===== src/common/bonded_config.svh =====
////////////////////////////////////////////////////////////////////////////
// Sizes shared by the bonded fetch front end. OUT_FIFO_DEPTH must be a
// power of two, and it is also the walker's credit count after reset
////////////////////////////////////////////////////////////////////////////

`ifndef BONDED_CONFIG_SVH
`define BONDED_CONFIG_SVH

// Particle global ID width
`define PID_W 10
// Address width of one topology list, word 0 holds the entry count
`define LIST_AW 6
// One signed fixed-point coordinate
`define COORD_W 16
// Term output FIFO entries
`define OUT_FIFO_DEPTH 4
// Credits the external consumer grants after reset
`define EXT_CREDITS 2

`endif


===== src/common/geometry_pkg.sv =====
////////////////////////////////////////////////////////////////////////////
// Geometry records, x sits in the top bits of each packed record
////////////////////////////////////////////////////////////////////////////

`include "bonded_config.svh"

package geometry_pkg;

	typedef struct packed {
		logic signed [`COORD_W-1:0] x;
		logic signed [`COORD_W-1:0] y;
		logic signed [`COORD_W-1:0] z;
	} pos_t;

	// Position of b minus position of a, wraps in COORD_W
	typedef struct packed {
		logic signed [`COORD_W-1:0] dx;
		logic signed [`COORD_W-1:0] dy;
		logic signed [`COORD_W-1:0] dz;
	} disp_t;

endpackage


===== src/common/topology_pkg.sv =====
////////////////////////////////////////////////////////////////////////////
// Topology types for the bonded fetch front end
////////////////////////////////////////////////////////////////////////////

`include "bonded_config.svh"

package topology_pkg;

	// Same encoding as the active force code of the memory controller
	typedef enum logic [1:0] {
		KIND_NONE    = 2'd0,
		KIND_BOND    = 2'd1,
		KIND_ANGLE   = 2'd2,
		KIND_TORSION = 2'd3
	} force_kind_e;

	typedef enum logic [2:0] {
		WALK_IDLE, WALK_COUNTS, WALK_BOND, WALK_ANGLE,
		WALK_TORSION, WALK_DRAIN, WALK_DONE
	} walk_state_e;

	// Memory selected by the load port
	typedef enum logic [1:0] {
		LOAD_BOND, LOAD_ANGLE, LOAD_TORSION, LOAD_POS
	} load_target_e;

	typedef struct packed {
		force_kind_e kind;
		logic [`PID_W-1:0] id_a;
		logic [`PID_W-1:0] id_b;
	} pair_t;

endpackage


===== src/common/term_if.sv =====
////////////////////////////////////////////////////////////////////////////
// Reader to output stage link, two cycles behind the pair link
////////////////////////////////////////////////////////////////////////////

interface term_if import topology_pkg::*, geometry_pkg::*; ();

	logic valid;
	pair_t pair;
	disp_t disp;
	// Pulsed when a FIFO entry leaves the chip
	logic credit_return;

	modport reader (
		output valid, pair, disp,
		input credit_return
	);

	modport out_stage (
		input valid, pair, disp,
		output credit_return
	);

endinterface


===== src/hdl/term_output.sv =====
////////////////////////////////////////////////////////////////////////////
// Sends one term per cycle while the FIFO and the external credits are
// both nonzero. Outstanding external credits must stay below 256
////////////////////////////////////////////////////////////////////////////

`include "bonded_config.svh"

module term_output import topology_pkg::*, geometry_pkg::*; (
	input  logic clk,
	input  logic rst,
	term_if.out_stage term_in,
	input  logic out_credit,
	output logic out_valid,
	output force_kind_e out_kind,
	output logic [`PID_W-1:0] out_id_a,
	output logic [`PID_W-1:0] out_id_b,
	output logic signed [`COORD_W-1:0] out_dx,
	output logic signed [`COORD_W-1:0] out_dy,
	output logic signed [`COORD_W-1:0] out_dz
);

	localparam int PTR_W = $clog2(`OUT_FIFO_DEPTH);
	localparam int CNT_W = $clog2(`OUT_FIFO_DEPTH + 1);
	localparam int EXT_W = 8;

	typedef struct packed {
		pair_t pair;
		disp_t disp;
	} term_t;

	term_t fifo [`OUT_FIFO_DEPTH];
	term_t head;
	logic [PTR_W-1:0] wr_ptr;
	logic [PTR_W-1:0] rd_ptr;
	logic [CNT_W-1:0] fill;
	logic [EXT_W-1:0] ext_credits;
	logic send;

	assign send = (fill != '0) && (ext_credits != '0);
	assign term_in.credit_return = send;

	always_ff @(posedge clk)
	begin
		if (term_in.valid)
			fifo[wr_ptr] <= '{pair: term_in.pair, disp: term_in.disp};
	end

	always_ff @(posedge clk)
	begin
		if (rst)
		begin
			wr_ptr <= '0;
			rd_ptr <= '0;
			fill <= '0;
			ext_credits <= EXT_W'(`EXT_CREDITS);
		end
		else
		begin
			wr_ptr <= wr_ptr + PTR_W'(term_in.valid);
			rd_ptr <= rd_ptr + PTR_W'(send);
			fill <= fill + CNT_W'(term_in.valid) - CNT_W'(send);
			ext_credits <= ext_credits + EXT_W'(out_credit) - EXT_W'(send);
		end
	end

	assign head = fifo[rd_ptr];
	assign out_valid = send;
	assign out_kind = head.pair.kind;
	assign out_id_a = head.pair.id_a;
	assign out_id_b = head.pair.id_b;
	assign out_dx = head.disp.dx;
	assign out_dy = head.disp.dy;
	assign out_dz = head.disp.dz;

endmodule


===== src/flat_wrapper.sv =====
// flat-port wrapper written by rule: the top's interface ports become plain ports
module term_output_flat import topology_pkg::*, geometry_pkg::*;
  (clk, rst, out_credit, out_valid, out_kind, out_id_a, out_id_b, out_dx, out_dy, out_dz, term_in_valid, term_in_pair, term_in_disp, term_in_credit_return);
  term_if term_in_i ();
  input  logic clk;
  input  logic rst;
  input  logic out_credit;
  output logic out_valid;
  output force_kind_e out_kind;
  output logic [`PID_W-1:0] out_id_a;
  output logic [`PID_W-1:0] out_id_b;
  output logic signed [`COORD_W-1:0] out_dx;
  output logic signed [`COORD_W-1:0] out_dy;
  output logic signed [`COORD_W-1:0] out_dz;
  input wire logic [$bits(term_in_i.valid)-1:0] term_in_valid;
  input wire logic [$bits(term_in_i.pair)-1:0] term_in_pair;
  input wire logic [$bits(term_in_i.disp)-1:0] term_in_disp;
  output wire logic [$bits(term_in_i.credit_return)-1:0] term_in_credit_return;
  assign term_in_i.valid = term_in_valid;
  assign term_in_i.pair = term_in_pair;
  assign term_in_i.disp = term_in_disp;
  assign term_in_credit_return = term_in_i.credit_return;
  term_output u_core (.clk(clk), .rst(rst), .term_in(term_in_i), .out_credit(out_credit), .out_valid(out_valid), .out_kind(out_kind), .out_id_a(out_id_a), .out_id_b(out_id_b), .out_dx(out_dx), .out_dy(out_dy), .out_dz(out_dz));
endmodule

===== config.mk =====
export PLATFORM = sky130hd
export DESIGN_NAME = term_output_flat
export DESIGN_NICKNAME = d
export VERILOG_FILES = /design/src/common/geometry_pkg.sv /design/src/common/topology_pkg.sv /design/src/common/term_if.sv /design/src/hdl/term_output.sv /design/src/flat_wrapper.sv
export VERILOG_INCLUDE_DIRS = /design/src /design/src/common
export SDC_FILE = /design/constraint.sdc
export NUM_CORES = 1
export LEC_CHECK = 0
export BUFFER_PORTS_ARGS = -buffer_cell sky130_fd_sc_hd__buf_2
export CORE_AREA = 5 5 156 158
export DETAILED_ROUTE_END_ITERATION = 10
export DIE_AREA = 0 0 161 163
export PLACE_DENSITY = 0.82
export SYNTH_ARGS = -nofsm -noshare
export SYNTH_HDL_FRONTEND = slang
export SYNTH_SLANG_ARGS = --single-unit

===== constraint.sdc =====
create_clock -name clk -period 15.28 [get_ports clk]
set_clock_uncertainty 0.05 [all_clocks]
set_input_delay 2.292 -clock clk [delete_from_list [all_inputs] [get_ports clk]]
set_output_delay 2.292 -clock clk [all_outputs]
set_load 0.01 [all_outputs]

Word-level counts from Yosys, hierarchy flattened --
Memories as Yosys holds them, arrays and structs flattened. A register that Yosys moved wholly into a read port is not among the register bits. Cells that the tools add are included.
Cells by class: div/mod/pow operators 0, shift-type cells 0, eq/ne operators 0, muxes and demuxes 3, order comparisons 0, $add $sub $neg 6, multiply operators 0, bitwise logic cells 0, reductions and logical operators 3
Operator list (count):
- 8-bit by 1-bit adder with 8-bit output | 1
- 8-bit nonzero test | 1
- 8-bit by 1-bit subtractor with 8-bit output | 1
- 2-bit by 1-bit adder with 2-bit output | 2
- 3-bit by 1-bit adder with 3-bit output | 1
- 3-bit nonzero test | 1
- 3-bit by 1-bit subtractor with 3-bit output | 1
- 1-bit 2-to-1 mux | 2
- 2-bit 2-to-1 mux | 1
- 1-bit logical AND | 1
Storage, ports and cells: memory bits (writable) 280, bits in latches 0, register bits 15, memories 1, input port bits 74, output and inout port bits 72, logic and storage cells 17, memory bits (read-only) 0
Memories:
- u_core.fifo | words 4, width 70, rd ports 1, clocked after memory_dff 1, wr ports 1, RTL line term_output.sv:31 | term_t fifo [`OUT_FIFO_DEPTH];

Longest topological paths before layout --
depth after elaboration 4, gate-level depth with buffers 12, gate-level depth less buffers 12

Worst setup path after synthesis --
Ideal clock, no wire load.
path kind input to register, from in term_in_valid, to mem u_core.fifo[0][0] (netlist bit) (enable), setup time 0.598 ns, data required time 14.632 ns, cell stages on the path 1, data arrival time 7.347 ns, path slack 7.285 ns, path buffers 0, path through nor3b_1
Between the ends: cells in the longest elaborated chain, start to end 2
RTL lines:
- from (decl) | RTL line flat_wrapper.sv:15 | input wire logic [$bits(term_in_i.valid)-1:0] term_in_valid;
- 1-bit 2-to-1 mux | RTL line term_output.sv:44 | if (term_in.valid)
- 1-bit 2-to-1 mux (implied by the code) | RTL line term_output.sv:45 | fifo[wr_ptr] <= '{pair: term_in.pair, disp: term_in.disp};
- to (decl) | RTL line term_output.sv:31
No other way between the ends.

==> reports/qor.txt <==
===========================================================================================
Outcome                                                                        complete, no violations
Total power per unit cell area                                                   168 mW/mm²
Worst hold path depth                                                                     2
Data arrival, critical path                                                         2.85 ns
Gate Count Post-Synth                                                                   475
Total number of vias                                                                   5192
Worst setup path startpoint                                                    u_core.rd_ptr[0]
Most numerous cell types in the synthesized netlist                            edfxtp_1, mux4_2, mux4_1, dfxtp_1, inv_1
Setup_tns                                                                              0 ns
First-pass GRT wire length                                                          31.7 mm
Ratio of cells with drive above 1 in the final layout                                 39.0%
Total number of placement rows                                                           56
Routed via count divided by cell count                                                 5.48
Worst flop-to-flop path startpoint                                             u_core.ext_credits[2]
Class of the tightest hold or removal check                                         reg2reg
Largest fanout on the critical path                                                      42
Fraction of the yosys area taken by sequential cells                                  78.1%
Core Region                                                                      0.0230 mm²
Library cell occupying the most area in the post-synthesis netlist                 edfxtp_1
Maximum capacitance violations                                                            0
Routed wire length                                                                  20.0 mm
Data required time at the worst endpoint                                           12.94 ns
FILL cells                                                                             1707
PortBufs                                                                                145
TritonCTS clock tree                                                                  built
Antenna violations before repair                                                          2
Clock tree sinks                                                                        295
Total CTS buffers                                                                        29
Post-layout minimum cycle time                                                      5.19 ns
Largest net degree at the start of global routing                                        72
Pre-CTS WS                                                                         10.52 ns
Post-Syn Area                                                                    0.0112 mm²
Post-route DRC violation count                                                            0
Share of Yosys cell area claimed by the top area cell type                            75.4%
Setup crit end                                                                    out_dx[3]
Average cell area after synthesis                                                  23.5 µm²
Count of hold-fix buffers inserted at cts                                                 0
Main area contributors after synthesis                                         edfxtp_1, mux4_2, mux4_1, dfxtp_1, ha_1
Leakage power                                                                       4.49 nW
Startpoint type of the worst setup path                                                flop
GPL Wtd Cong                                                                          0.834
Die span in x                                                                        161 µm
1st-pass router iterations                                                                4
Worst slew pin tran                                                                 1.09 ns
Worst ir drop on vdd                                                               0.125 mV
Warnings from Yosys                                                                       0
Number of design-rule violations left by the first detailed-router iteration            279
Top-Level Pins                                                                          146
Htree depth                                                                               1
Number of nets produced by synthesis                                                    563
HPWL after detailed placement                                                       12.3 mm
Number of distinct standard cells referenced by the synthesized netlist                  42
Least setup slack across all paths after layout                                    10.09 ns
Achievable Freq                                                                     193 MHz
Most repeated cell in the gate-level netlist after synthesis                       edfxtp_1
Cell at the root of the clock tree                                                clkbuf_16
Number of nets in the layout                                                            725
Area growth, synth to finish                                                          16.9%
DIE HEIGHT                                                                           163 µm
Post-route fraction of the period consumed by the critical path                       34.0%
Clock slew at the register clock pins of the worst setup and hold paths             0.06 ns
Overall global routing resource usage                                                 15.4%
Relative slew slack                                                                   27.3%
Setup repair bufs after CTS                                                               0
Worst setup EP type                                                              output pin
Final Core Density                                                                    56.7%
RSZ-0062 raised after global routing                                                     no
Count of instances resized after the clock tree is built                                  0
Main synth FF type                                                                 edfxtp_1
Source-to-sink clock delay at the later pin of the worst-skew pair                  0.52 ns
Number of enable flip-flop cells after synthesis                                        280
Initial standard-cell utilization of the core                                         48.5%
Via count of the first global-routing pass                                             5692
Final Hold Fails                                                                          0
Average wire per cell in the routed design                                          21.1 µm
Reg2Reg Setup Slack                                                                12.54 ns
Max-slew violation total from the final report                                            0
Total of endpoints with negative setup slack in the final report                          0
Number of buffers between clock root and the deepest sink                                 3
Count of state elements after synthesis                                                 295
FFs w/ async S/R, synth                                                                  0%
DRT antenna net count                                                                     0
Classification of the worst setup path                                              reg2out
Cell depth of the worst flop-to-flop path                                                12
Die outline area                                                                 0.0262 mm²
Residual overflow from global routing                                                     0
Reg-to-reg endpoint                                                            u_core.ext_credits[6]
===========================================================================================
==> power by group <==
group | leakage [nW] | internal [mW] | switching [mW] | total (mW)
logic | 1.35 | 0.273 | 0.255 | 0.528
clock network | 0.439 | 0.379 | 0.270 | 0.650
registers | 2.70 | 0.940 | 0.0680 | 1.01
total | 4.49 | 1.59 | 0.593 | 2.19
==> cells by family (layout without fill, tap and decap cells) <==
kind of cell | Yosys count | after routing | share of synthesized area [%]
AND/OR/NAND/NOR | 39 | 39 | 1.86
AO/OA/AOI/OAI | 14 | 14 | 1.04
multiplexers | 72 | 72 | 14.9
flip-flops | 295 | 295 | 78.1
XOR/XNOR | 7 | 7 | 0.550
other | 0 | 1 | 0
adder cells (fa/ha/maj) | 14 | 14 | 1.71
buffers and inverters | 34 | 216 | 1.83
==> how the worst min path moves through the flow <==
| stage | from | endpoint |
|---|---|---|
| finish | u_core.wr_ptr[1] | u_core.wr_ptr[1] |
| global route | u_core.wr_ptr[1] | u_core.wr_ptr[1] |
| CTS | u_core.wr_ptr[1] | u_core.wr_ptr[1] |
| detailed placement | u_core.wr_ptr[1] | u_core.wr_ptr[1] |
| global placement | u_core.wr_ptr[1] | u_core.wr_ptr[1] |
| floorplan | u_core.wr_ptr[1] | u_core.wr_ptr[1] |
==> layer usage <==
metal,vias up,part of all wire [%],track usage [%]
met1,2710,40,19.1
met2,132,54,28.3
met3,31,5.1,3.09
met5,-,0.065,0
li1,2317,-,-
met4,2,1.5,3.61
==> cell type report <==
class / instances / area [µm²] / share of cell area, %
Clock inverter: 17 / 133 / 1.02
Clock buffer: 34 / 744 / 5.71
Inverter: 15 / 56.3 / 0.432
Sequential cell: 295 / 8720 / 66.8
Timing Repair Buffer: 150 / 763 / 5.85
Antenna cell: 1 / 2.50 / 0.0192
Multi-Input combinational cell: 146 / 2260 / 17.3
Tap cell: 290 / 363 / 2.78
==> state kept, by name, indices dropped and copies added (netlist names) <==
register            flops
u_core.ext_credits      8
u_core.fill             3
u_core.wr_ptr           2
u_core.fifo           280
u_core.rd_ptr           2
==> layout by cell type, fill, tap and decap left out, types with 2 or more instances in the layout <==
cell         n
clkbuf_1     5
edfxtp_1   280
a21oi_2      2
fa_1         2
nor3_1       3
clkinv_1     5
nand2_1      4
ha_1        12
xnor2_1      3
clkinv_2     9
buf_4        5
inv_1       15
nor2_1      11
clkbuf_16   29
nand2b_1     3
dfxtp_4      2
o211ai_1     2
nor4_1       2
bufinv_16    2
mux4_1      18
buf_2      145
dfxtp_1     13
nor2b_1      5
mux4_2      52
xor2_1       4
a21oi_1      2
==> metrics by stage <==
stage               power, mW  instance area [µm²]  hold slack (ns)  std cells
floorplan                1.39                11200            0.474        475
global placement         1.54                12200            0.509        896
detailed placement       1.56                12200            0.518        896
CTS                      2.21                13000            0.540        947
global route             2.30                13000            0.585        948
finish                   2.19                13000            0.534        948
==> worst max-delay path: stages, from the launching register on <==
cell,delay (ns)
dfxtp_4,0.73
buf_4,0.73
mux4_1,0.66
buf_2,0.16
No activity file was read; power rests on OpenSTA's default activity.
